$ cat config.mk
export PLATFORM = sky130hd
export DESIGN_NAME = ex_stage
export DESIGN_NICKNAME = d
export VERILOG_FILES = /design/src/source/ex_pkg.sv /design/src/source/ex_forward.sv /design/src/source/ex_alu.sv /design/src/source/ex_branch.sv /design/src/source/ex_stage.sv
export VERILOG_INCLUDE_DIRS = /design/src /design/src/source
export SDC_FILE = /design/constraint.sdc
export NUM_CORES = 2
export LEC_CHECK = 0
export BUFFER_PORTS_ARGS = -buffer_cell sky130_fd_sc_hd__buf_2
export CAP_MARGIN = 30
export CORE_MARGIN = 2
export CORE_UTILIZATION = 45
export DETAILED_ROUTE_END_ITERATION = 8
export PLACE_DENSITY = 0.73
export SLEW_MARGIN = 20
export SYNTH_ARGS = -nofsm -noshare
export SYNTH_HDL_FRONTEND = slang
export SYNTH_SLANG_ARGS = --single-unit
$ cat constraint.sdc
create_clock -name clk -period 12.1 [get_ports clk]
set_input_delay 2.42 -clock clk [delete_from_list [all_inputs] [get_ports clk]]
set_output_delay 2.42 -clock clk [all_outputs]
set_load 0.02 [all_outputs]
$ cat src/source/ex_config.svh
// widths for an rv64 core; the ALU and register file assume XLEN is 64 and 32 registers
`ifndef EX_CONFIG_SVH
`define EX_CONFIG_SVH

// data and address width
`define XLEN 64

// register index width
`define REG_ADDR_W 5

// number of general registers, x0 included
`define REG_NUM (1 << `REG_ADDR_W)

`endif

$ cat src/source/ex_pkg.sv
// operation codes shared by decode and execute; the branch kind needs 4 bits for its 9 values
package ex_pkg;

  // ALU operation
  // pass_op2 carries the lui immediate or the jal link address chosen by decode
  typedef enum logic [3:0] {
    alu_add,
    alu_sub,
    alu_sll,
    alu_slt,
    alu_sltu,
    alu_xor,
    alu_srl,
    alu_sra,
    alu_or,
    alu_and,
    alu_pass_op2
  } alu_op_e;

  // branch and jump kind
  typedef enum logic [3:0] {
    br_none,
    br_beq,
    br_bne,
    br_blt,
    br_bge,
    br_bltu,
    br_bgeu,
    br_jal,
    br_jalr
  } branch_op_e;

endpackage

$ cat src/source/ex_forward.sv
// memory beats writeback beats the register file; a pending load only raises hazard
`timescale 1ns/10ps
`include "ex_config.svh"

module ex_forward (
  input  logic [`REG_ADDR_W-1:0] rs1_addr,
  input  logic [`REG_ADDR_W-1:0] rs2_addr,
  input  logic                   use_rs1,
  input  logic                   use_rs2,
  input  logic [`XLEN-1:0]       rs1_data,
  input  logic [`XLEN-1:0]       rs2_data,
  input  logic                   mem_fwd_wr,
  input  logic                   mem_fwd_load,
  input  logic [`REG_ADDR_W-1:0] mem_fwd_addr,
  input  logic [`XLEN-1:0]       mem_fwd_data,
  input  logic                   wb_wr,
  input  logic [`REG_ADDR_W-1:0] wb_addr,
  input  logic [`XLEN-1:0]       wb_data,
  output logic [`XLEN-1:0]       rs1_value,
  output logic [`XLEN-1:0]       rs2_value,
  output logic                   hazard
);

  logic rs1_load_hit;
  logic rs2_load_hit;

  // youngest producer wins
  function automatic logic [`XLEN-1:0] pick(input logic [`REG_ADDR_W-1:0] addr,
                                            input logic [`XLEN-1:0]       rf_data);
    if (addr == '0) begin
      return '0;
    end
    if (mem_fwd_wr && (mem_fwd_addr == addr)) begin
      return mem_fwd_data;
    end
    if (wb_wr && (wb_addr == addr)) begin
      return wb_data;
    end
    return rf_data;
  endfunction

  always_comb begin
    rs1_value = pick(rs1_addr, rs1_data);
    rs2_value = pick(rs2_addr, rs2_data);
  end

  // load data shows up only after the memory stage
  assign rs1_load_hit = use_rs1 && (rs1_addr != '0) && (rs1_addr == mem_fwd_addr);
  assign rs2_load_hit = use_rs2 && (rs2_addr != '0) && (rs2_addr == mem_fwd_addr);
  assign hazard = mem_fwd_wr && mem_fwd_load && (rs1_load_hit || rs2_load_hit);

endmodule

$ cat src/source/ex_alu.sv
// word mode truncates to 32 bits and sign-extends the result; XLEN must be 64
`timescale 1ns/10ps
`include "ex_config.svh"

module ex_alu (
  input  logic [`XLEN-1:0] op1,
  input  logic [`XLEN-1:0] op2,
  input  ex_pkg::alu_op_e  alu_op,
  input  logic             word,
  output logic [`XLEN-1:0] result
);

  logic [`XLEN-1:0] a;
  logic [`XLEN-1:0] b;
  logic [`XLEN-1:0] raw;
  logic [5:0]       shamt;
  logic [31:0]      sra_word;
  logic [`XLEN-1:0] sra_full;

  // upper halves cleared for the *w forms
  assign a = word ? {32'b0, op1[31:0]} : op1;
  assign b = word ? {32'b0, op2[31:0]} : op2;
  assign shamt = word ? {1'b0, op2[4:0]} : op2[5:0];

  // sraw shifts in bit 31, not the cleared bit 63
  assign sra_word = $signed(a[31:0]) >>> shamt[4:0];
  assign sra_full = $signed(a) >>> shamt;

  always_comb begin
    case (alu_op)
      ex_pkg::alu_add:      raw = a + b;
      ex_pkg::alu_sub:      raw = a - b;
      ex_pkg::alu_sll:      raw = a << shamt;
      ex_pkg::alu_slt:      raw = {{(`XLEN-1){1'b0}}, $signed(a) < $signed(b)};
      ex_pkg::alu_sltu:     raw = {{(`XLEN-1){1'b0}}, a < b};
      ex_pkg::alu_xor:      raw = a ^ b;
      ex_pkg::alu_srl:      raw = a >> shamt;
      ex_pkg::alu_sra:      raw = word ? {32'b0, sra_word} : sra_full;
      ex_pkg::alu_or:       raw = a | b;
      ex_pkg::alu_and:      raw = a & b;
      ex_pkg::alu_pass_op2: raw = b;
      default:              raw = '0;
    endcase
  end

  assign result = word ? {{32{raw[31]}}, raw[31:0]} : raw;

endmodule

$ cat src/source/ex_branch.sv
// condition and target only; operands must already be forwarded and hazard free
`timescale 1ns/10ps
`include "ex_config.svh"

module ex_branch (
  input  ex_pkg::branch_op_e branch_op,
  input  logic [`XLEN-1:0]   rs1_value,
  input  logic [`XLEN-1:0]   rs2_value,
  input  logic [`XLEN-1:0]   pc,
  input  logic [`XLEN-1:0]   imm,
  output logic               taken,
  output logic [`XLEN-1:0]   target
);

  logic [`XLEN-1:0] jalr_sum;

  always_comb begin
    case (branch_op)
      ex_pkg::br_beq:  taken = rs1_value == rs2_value;
      ex_pkg::br_bne:  taken = rs1_value != rs2_value;
      ex_pkg::br_blt:  taken = $signed(rs1_value) < $signed(rs2_value);
      ex_pkg::br_bge:  taken = $signed(rs1_value) >= $signed(rs2_value);
      ex_pkg::br_bltu: taken = rs1_value < rs2_value;
      ex_pkg::br_bgeu: taken = rs1_value >= rs2_value;
      ex_pkg::br_jal:  taken = 1'b1;
      ex_pkg::br_jalr: taken = 1'b1;
      default:         taken = 1'b0;
    endcase
  end

  // jalr drops bit 0 of the sum
  assign jalr_sum = rs1_value + imm;
  assign target = (branch_op == ex_pkg::br_jalr) ? {jalr_sum[`XLEN-1:1], 1'b0} : pc + imm;

endmodule

$ cat src/source/ex_stage.sv
// single-entry stage; a branch leaves only in a cycle where fetch also takes its redirect
`timescale 1ns/10ps
`include "ex_config.svh"

module ex_stage (
  input  logic                   clk,
  input  logic                   rst,
  input  logic                   id_valid,
  output logic                   ex_allowin,
  input  logic [`XLEN-1:0]       id_pc,
  input  ex_pkg::alu_op_e        id_alu_op,
  input  ex_pkg::branch_op_e     id_branch_op,
  input  logic                   id_word,
  input  logic                   id_use_rs1,
  input  logic                   id_use_rs2,
  input  logic [`REG_ADDR_W-1:0] id_rs1_addr,
  input  logic [`REG_ADDR_W-1:0] id_rs2_addr,
  input  logic [`XLEN-1:0]       id_op1,
  input  logic [`XLEN-1:0]       id_op2,
  input  logic [`XLEN-1:0]       id_imm,
  input  logic                   id_rd_wr,
  input  logic [`REG_ADDR_W-1:0] id_rd_addr,
  output logic                   mem_valid,
  input  logic                   mem_allowin,
  output logic [`XLEN-1:0]       mem_pc,
  output logic [`XLEN-1:0]       mem_result,
  output logic [`XLEN-1:0]       mem_store_data,
  output logic                   mem_rd_wr,
  output logic [`REG_ADDR_W-1:0] mem_rd_addr,
  input  logic                   mem_fwd_wr,
  input  logic                   mem_fwd_load,
  input  logic [`REG_ADDR_W-1:0] mem_fwd_addr,
  input  logic [`XLEN-1:0]       mem_fwd_data,
  input  logic                   wb_wr,
  input  logic [`REG_ADDR_W-1:0] wb_addr,
  input  logic [`XLEN-1:0]       wb_data,
  output logic                   bj_valid,
  input  logic                   bj_ready,
  output logic                   bj_taken,
  output logic [`XLEN-1:0]       bj_target,
  output logic [`REG_ADDR_W-1:0] rs1_addr,
  output logic [`REG_ADDR_W-1:0] rs2_addr,
  input  logic [`XLEN-1:0]       rs1_data,
  input  logic [`XLEN-1:0]       rs2_data
);

  logic                   ex_valid;
  logic [`XLEN-1:0]       ex_pc;
  ex_pkg::alu_op_e        ex_alu_op;
  ex_pkg::branch_op_e     ex_branch_op;
  logic                   ex_word;
  logic                   ex_use_rs1;
  logic                   ex_use_rs2;
  logic [`REG_ADDR_W-1:0] ex_rs1_addr;
  logic [`REG_ADDR_W-1:0] ex_rs2_addr;
  logic [`XLEN-1:0]       ex_op1;
  logic [`XLEN-1:0]       ex_op2;
  logic [`XLEN-1:0]       ex_imm;
  logic                   ex_rd_wr;
  logic [`REG_ADDR_W-1:0] ex_rd_addr;
  logic [`XLEN-1:0]       rs1_value;
  logic [`XLEN-1:0]       rs2_value;
  logic [`XLEN-1:0]       alu_op1;
  logic [`XLEN-1:0]       alu_op2;
  logic                   hazard;
  logic                   is_branch;
  logic                   ready_go;

  always_ff @(posedge clk) begin
    if (rst) begin
      ex_valid <= 1'b0;
    end else if (ex_allowin) begin
      ex_valid <= id_valid;
    end
  end

  always_ff @(posedge clk) begin
    if (id_valid && ex_allowin) begin
      ex_pc        <= id_pc;
      ex_alu_op    <= id_alu_op;
      ex_branch_op <= id_branch_op;
      ex_word      <= id_word;
      ex_use_rs1   <= id_use_rs1;
      ex_use_rs2   <= id_use_rs2;
      ex_rs1_addr  <= id_rs1_addr;
      ex_rs2_addr  <= id_rs2_addr;
      ex_op1       <= id_op1;
      ex_op2       <= id_op2;
      ex_imm       <= id_imm;
      ex_rd_wr     <= id_rd_wr;
      ex_rd_addr   <= id_rd_addr;
    end
  end

  // handshake control
  assign is_branch  = ex_branch_op != ex_pkg::br_none;
  assign bj_valid   = ex_valid && is_branch && !hazard;
  assign ready_go   = !hazard && (!is_branch || (bj_valid && bj_ready));
  assign mem_valid  = ex_valid && ready_go;
  assign ex_allowin = !ex_valid || (ready_go && mem_allowin);

  assign rs1_addr = ex_rs1_addr;
  assign rs2_addr = ex_rs2_addr;

  ex_forward i_ex_forward (
    .rs1_addr     (ex_rs1_addr),
    .rs2_addr     (ex_rs2_addr),
    .use_rs1      (ex_use_rs1),
    .use_rs2      (ex_use_rs2),
    .rs1_data     (rs1_data),
    .rs2_data     (rs2_data),
    .mem_fwd_wr   (mem_fwd_wr),
    .mem_fwd_load (mem_fwd_load),
    .mem_fwd_addr (mem_fwd_addr),
    .mem_fwd_data (mem_fwd_data),
    .wb_wr        (wb_wr),
    .wb_addr      (wb_addr),
    .wb_data      (wb_data),
    .rs1_value    (rs1_value),
    .rs2_value    (rs2_value),
    .hazard       (hazard)
  );

  // register values replace decode operands only where used
  assign alu_op1 = ex_use_rs1 ? rs1_value : ex_op1;
  assign alu_op2 = ex_use_rs2 ? rs2_value : ex_op2;

  ex_alu i_ex_alu (
    .op1    (alu_op1),
    .op2    (alu_op2),
    .alu_op (ex_alu_op),
    .word   (ex_word),
    .result (mem_result)
  );

  ex_branch i_ex_branch (
    .branch_op (ex_branch_op),
    .rs1_value (rs1_value),
    .rs2_value (rs2_value),
    .pc        (ex_pc),
    .imm       (ex_imm),
    .taken     (bj_taken),
    .target    (bj_target)
  );

  assign mem_pc         = ex_pc;
  assign mem_store_data = rs2_value;
  assign mem_rd_wr      = ex_rd_wr;
  assign mem_rd_addr    = ex_rd_addr;

  // a load still in the memory stage keeps the instruction in place
  a_hazard_holds: assert property (@(posedge clk) disable iff (rst)
    ex_valid && hazard |=> ex_valid && $stable(mem_pc) && $stable(mem_rd_addr));

  // memory back-pressure holds the instruction in place
  a_hold_stable: assert property (@(posedge clk) disable iff (rst)
    mem_valid && !mem_allowin |=> ex_valid && $stable(mem_pc) && $stable(mem_rd_wr)
      && $stable(mem_rd_addr));

endmodule

== Yosys cells after proc, flatten, opt, wreduce, memory -nomap -nowiden ==
Index checks and enable logic that the tools add are counted.
W data, S select, Z words.
Word-level totals
  register bits: 284
  input port bits: 557
  output and inout bits: 276
Cells by class
  add/sub/neg operators: 4
  $lt $le $gt $ge: 6
  eq/ne operators: 26
  shift operators: 4
  muxes and demuxes: 34
  bitwise gates (word level): 3
  reductions and logical operators: 30
Operators with widths (number)
  $mux W64: 19
  $pmux W64 S11: 1
  $lt A64 B64 Y1: 4
  $add A64 B64 Y64: 3
  $ge A64 B64 Y1: 2
  $and A64 B64 Y64: 1
  $eq A64 B64 Y1: 1
  $ne A64 B64 Y1: 1
  $or A64 B64 Y64: 1
  $shl A64 B6 Y64: 1
  $shr A64 B6 Y64: 1
  $sshr A64 B6 Y64: 1
  $sub A64 B64 Y64: 1
  $xor A64 B64 Y64: 1
  $eq A4 B3 Y1 const B: 8
  $sshr A32 B5 Y32: 1
  $eq A5 B5 Y1: 6
  $logic_and A1 B1 Y1: 17
  $eq A4 B2 Y1 const B: 4
  $eq A4 B4 Y1 const B: 4
  $mux W1: 12
  $logic_not A5 Y1: 2
  $reduce_bool A5 Y1: 2
  $eq A4 B1 Y1 const B: 2
  7 further kinds: 11

== Logic depth before layout (Yosys ltp) ==
  depth after elaboration: 15
  gate-level depth with buffers: 29
  mapped depth without buffers: 23

== By module ==
A second synthesis with hierarchy kept.
Second synthesis, totals
  cell total of the unflattened synthesis: 6074
  area, all modules: 46244.4 sq um
By module, submodules not included
  ex_alu: instances 1, cells an instance 3440, area an instance 22148.7 sq um, sequential area each 0.0 sq um
  ex_stage: instances 1, cells an instance 437, area an instance 10102.2 sq um, sequential area each 8518.2 sq um
  ex_branch: instances 1, cells an instance 1398, area an instance 9317.7 sq um, sequential area each 0.0 sq um
  ex_forward: instances 1, cells an instance 799, area an instance 4675.7 sq um, sequential area each 0.0 sq um

== Worst setup path after synthesis ==
No wires, ideal clock.
  kind: input-to-output
  from: input port wb_addr[1]
  to: output port mem_result[53]
  arrival: 8.987 ns
  data required time: 9.680 ns
  slack: 0.693 ns
  stages on the path: 27
  path buffers: 5
  path through: xnor2_1 > nand3_1 > nor2_1 > buf_2 > buf_2 > buf_2 > buf_4 > mux2i_1 > a211oi_1 > mux2i_1 > inv_1 > ha_1 > clkbuf_1 > nor4_1 > nand4_1 > nor4_1 > a221oi_1 > o31a_1 > a2111oi_0 > o22ai_1 > o41ai_2 > a21oi_2 > o21ai_0 > a21boi_1 > xnor2_1 > nand2_1 > a41oi_1
RTL lines
  from (decl): line ex_stage.sv:35  | input logic [`REG_ADDR_W-1:0] wb_addr,
  $eq A5 B5 Y1 (*): line ex_forward.sv:36  | if (wb_wr && (wb_addr == addr)) begin
  $logic_and A1 B1 Y1 (*): line ex_forward.sv:36
  $mux W1 (2 in series): line ex_forward.sv:36
  $mux W1: line ex_forward.sv:33  | if (mem_fwd_wr && (mem_fwd_addr == addr)) begin
  $mux W64 (*): line ex_forward.sv:39  | return rf_data;
  $mux W64 (*): line ex_forward.sv:36
  $mux W64 (*): line ex_forward.sv:33
  net mem_store_data[10]: line ex_stage.sv:27  | output logic [`XLEN-1:0] mem_store_data,
  $mux W64 (*): line ex_stage.sv:126  | assign alu_op2 = ex_use_rs2 ? rs2_value : ex_op2;
  $mux W64 (*): line ex_alu.sv:22  | assign b = word ? {32'b0, op2[31:0]} : op2;
  $sub A64 B64 Y64 / $add A64 B64 Y64 (equally long branches): line ex_alu.sv:32, ex_alu.sv:31
  $pmux W64 S11 (*): line ex_alu.sv:30  | case (alu_op)
  $mux W64 (*): line ex_alu.sv:46  | assign result = word ? {{32{raw[31]}}, raw[31:0]} : raw;
  to (decl): line ex_stage.sv:26  | output logic [`XLEN-1:0] mem_result,
The timed path passes the listed nets; every way through them passes the cells marked *. The select of a mux whose other input is x is not followed.

== Worst setup path after layout ==
  from: input port wb_addr[1]
  to: output port mem_result[62]
Between the ends
  cells in the longest elaborated chain, start to end: 14
RTL lines (line)
  parallel branches: the longest is 12 deep, another holds $sub A64 B64 Y64
  $pmux W64 S11 (*): ex_alu.sv:30
  $mux W64 (*): ex_alu.sv:46
Every way passes the cells marked *. The select of a mux whose other input is x is not followed.

==> impl_metrics.py <==
metrics = {
    "final_layout": {
        "drive_gt1_frac": 0.2186,
        "syn2layout_area_growth_pct": 18.80,
        "fill_cells": 9684,
        "multi_input_area_um2": 34380,
        "regArea_um2": 8518,
        "design_area_um2": 54260,
        "fin_nets": 7767,
    },
    "timing": {
        "slew_headroom": 0.1876,
        "final.setup.tns_ns": 0,
        "hold_ws_ns": 0.5624,
        "tightest_slew_ns": 1.185,
        "fmax_mhz": 82.98,
        "setup_ws_ns": 0.04874,
        "skew_ns": 0.04583,
        "rsz0062_at_grt": "no",
        "period_share": 0.9960,
        "setup_viol": 0,
        "hold_violations": 0,
        "slew_viol_final": 0,
        "finalCriticalPeriod_ns": 12.05,
    },
    "clock_network": {
        "htree_levels": 2,
        "cts_buffers": 37,
        "cts_tree": "done",
        "cts.path.max_buffers": 3,
        "cts.clk_slew.worst_paths_ns": 0.06,
        "ctsRootBufferMaster": "clkbuf_16",
        "clk_latency_ns": 0.64,
        "cts_setup_buffers": 0,
        "cts_sinks": 284,
    },
    "place": {
        "dp.final_hpwl_mm": 236.6,
        "gp_congestion": 1.161,
        "port_buffers": 832,
        "dp_slack_ns": -0.1257,
        "placed_area_um2": 52760,
    },
    "worst_hold_path": {
        "min_to": "ex_valid$_SDFFE_PP0N_",
        "hold_path.class": "reg -> reg",
        "holdPathStages": 2,
        "min-delay-start": "ex_valid$_SDFFE_PP0N_",
    },
    "die": {
        "initial_core_util": 0.4554,
        "dieHeight_um": 322.6,
        "core-area_um2": 100300,
        "fp.dieW_um": 322.6,
        "ios": 833,
        "rows": 116,
        "die_area_um2": 104100,
    },
    "logic_synthesis": {
        "synthArstFlopShare": 0,
        "synth_most_common_cell": "a21oi_1",
        "synth.top_cells.by_count": "a21oi_1, nor2_1, nand2_1",
        "ys_ff_latch": 284,
        "synthTopCellsByArea": "edfxtp_1, ha_1, mux2i_1",
        "synth_top_area_frac": 0.1861,
        "synth_seq_area_share": 0.1865,
        "syn_inst": 5966,
        "yosys_warnings": 0,
        "post_synth_num_cell_types": 115,
        "synth_nets": 6943,
        "synth_top_area_cell": "edfxtp_1",
        "syn_area_um2": 45670,
        "ys.flop_type": "edfxtp_1",
        "synth-edff-count": 283,
        "avgSynthCellArea_um2": 7.656,
    },
    "route": {
        "ant_nets": 0,
        "drt_wl_total_mm": 293.8,
        "first_iter_violations": 8667,
        "wl_per_cell_um": 35.58,
        "viasPerCell": 6.981,
        "route.detailed.drc": 0,
        "drtPass1Iterations": 8,
        "vias": 57640,
    },
    "grt": {
        "met2_usage": 0.7835,
        "met1_usage": 0.6037,
        "grt_overflow": 0,
        "grt_max_degree": 141,
        "grt_first_pass_wirelength_mm": 403.2,
        "grt_usage": 0.5405,
        "top_usage_layer": "met2",
        "grt_util_met3": 0.1922,
        "grt_antenna_before_repair": 97,
        "grt_pass1_vias": 53610,
    },
    "flow_run": {
        "maxCapViolations": 0,
    },
    "setup_path": {
        "reg2reg_from": "rs2_addr[4]$_DFFE_PP_",
        "crit_type": "in -> out",
        "reg2reg_slack_ns": 6.91,
        "worstPathArrival_ns": 9.63,
        "rr_endpoint": "mem_pc[62]$_DFFE_PP_",
        "cpMostUsedCell": "o21ai_0",
        "slowest_stage": "a211oi_2",
        "crit_buf_inv": 6,
        "cp.required_ns": 9.68,
        "crit_path_start_kind": "primary input",
        "setup.worst_path.end_class": "output port",
        "cpPeakStageDelay_ns": 0.57,
        "critPathTopFamily": "compound AO/OA/AOI/OAI gates",
        "rr_worst_depth": 11,
        "path_max_fanout": 43,
    },
    "power": {
        "vdd_drop_max_mv": 0.1382,
        "p_leak_nw": 24.36,
        "powerDensity_nw_per_um2": 113.3,
    },
    "run_status": {
        "outcome": "finished clean",
    },
}
==> cell type report <==
type / instances / area share
clock inverter: 25 / 0.004266
antenna: 85 / 0.003920
inverter: 315 / 0.02193
multi-input combinational: 4951 / 0.6336
timing repair buffer: 1201 / 0.1308
tap: 1357 / 0.03129
sequential: 284 / 0.1570
clock buffer: 39 / 0.01720
==> routing by layer <==
| metal | up-vias | part of all wire |
|---|---|---|
| li1 | 24110 | - |
| met1 | 26950 | 0.34 |
| met2 | 5025 | 0.40 |
| met3 | 1533 | 0.13 |
| met4 | 24 | 0.12 |
| met5 | - | 0.00061 |
==> per-stage QoR <==
| step | utilization | std cells | power, mW |
|---|---|---|---|
| finish | 0.5410 | 8257 | 6.147 |
| global route | 0.5407 | 8242 | 6.276 |
| CTS | 0.5378 | 8167 | 5.919 |
| detailed placement | 0.5261 | 8103 | 4.794 |
| global placement | 0.5259 | 8100 | 4.782 |
| floorplan | - | 5966 | 3.323 |
==> cells in the final DEF, fill, tap and decap left out, types with 27 or more instances in the layout <==
cell type	netlist	routed
a211oi_1	121	115
a211oi_2	22	27
a21o_1	169	169
a21oi_1	572	571
a221o_1	43	43
a221oi_1	44	44
a22oi_1	53	53
a2bb2oi_2	27	27
a31oi_1	77	75
and2_1	31	29
and3_1	99	97
buf_2	70	835
buf_4	23	353
clkbuf_16	0	37
diode_2	0	85
edfxtp_1	283	283
ha_1	418	418
inv_1	299	297
mux2_2	43	43
mux2i_1	423	422
nand2_1	477	474
nand2b_1	50	50
nand3_1	174	171
nand4_1	62	62
nor2_1	556	545
nor2b_1	59	59
nor3_1	105	104
nor4_1	29	28
o211ai_1	66	66
o21a_1	34	34
o21ai_0	437	437
o21bai_1	73	73
o221ai_1	56	56
o22ai_1	66	66
o31ai_1	37	37
or3_1	46	46
xnor2_1	107	107
xor2_1	56	56
==> flip-flops by register name (all words and copies together) (netlist names), 4 cells and up <==
signal,count
ex_imm,64
ex_op1,64
ex_op2,64
mem_pc,64
mem_rd_addr,5
rs1_addr,5
rs2_addr,5
ex_alu_op,4
ex_branch_op,4
==> repair_timing <==
item                       in CTS  in global routing
pin swaps                       0                  1
hold buffers                    0                  0
gates resized for setup         1                  8
setup endpoints to repair       1                  6
==> cell families after synthesis <==
| logic type | synth area share |
|---|---|
| compound gates | 0.3172 |
| fa+ha+maj | 0.1158 |
| buf+inv | 0.06566 |
| xor+xnor | 0.03126 |
| mux | 0.1056 |
| flops | 0.1865 |
| simple gates | 0.1780 |
==> worst min-delay path: stages, from the launching register on <==
cell     delay [ns]
dfxtp_1        0.34
a21oi_1        0.13
nor2_1         0.05
==> power by group <==
| part | leakage (nW) | switching, mW | internal [mW] |
|---|---|---|---|
| Combinational | 21.1 | 2.58 | 1.22 |
| Clock | 0.555 | 0.505 | 0.627 |
| Sequential | 2.71 | 0.0589 | 1.16 |
| Total | 24.4 | 3.14 | 3.00 |
==> worst max path at each step <==
| stage | startpoint | end | slack (ns) | cells past startpoint |
|---|---|---|---|---|
| 2_1_floorplan | wb_addr[1] | mem_result[53] | 0.69 | 27 |
| 3_3_place_gp | wb_addr[1] | mem_result[62] | -0.1 | 27 |
| 3_5_place_dp | wb_addr[1] | mem_result[62] | -0.13 | 27 |
| 4_1_cts | wb_addr[1] | mem_result[62] | 0.05 | 27 |
| 5_1_grt | wb_addr[1] | mem_result[62] | 0.05 | 27 |
| 6_report | wb_addr[1] | mem_result[62] | 0.05 | 27 |
No activity file was read; power rests on OpenSTA's default activity.
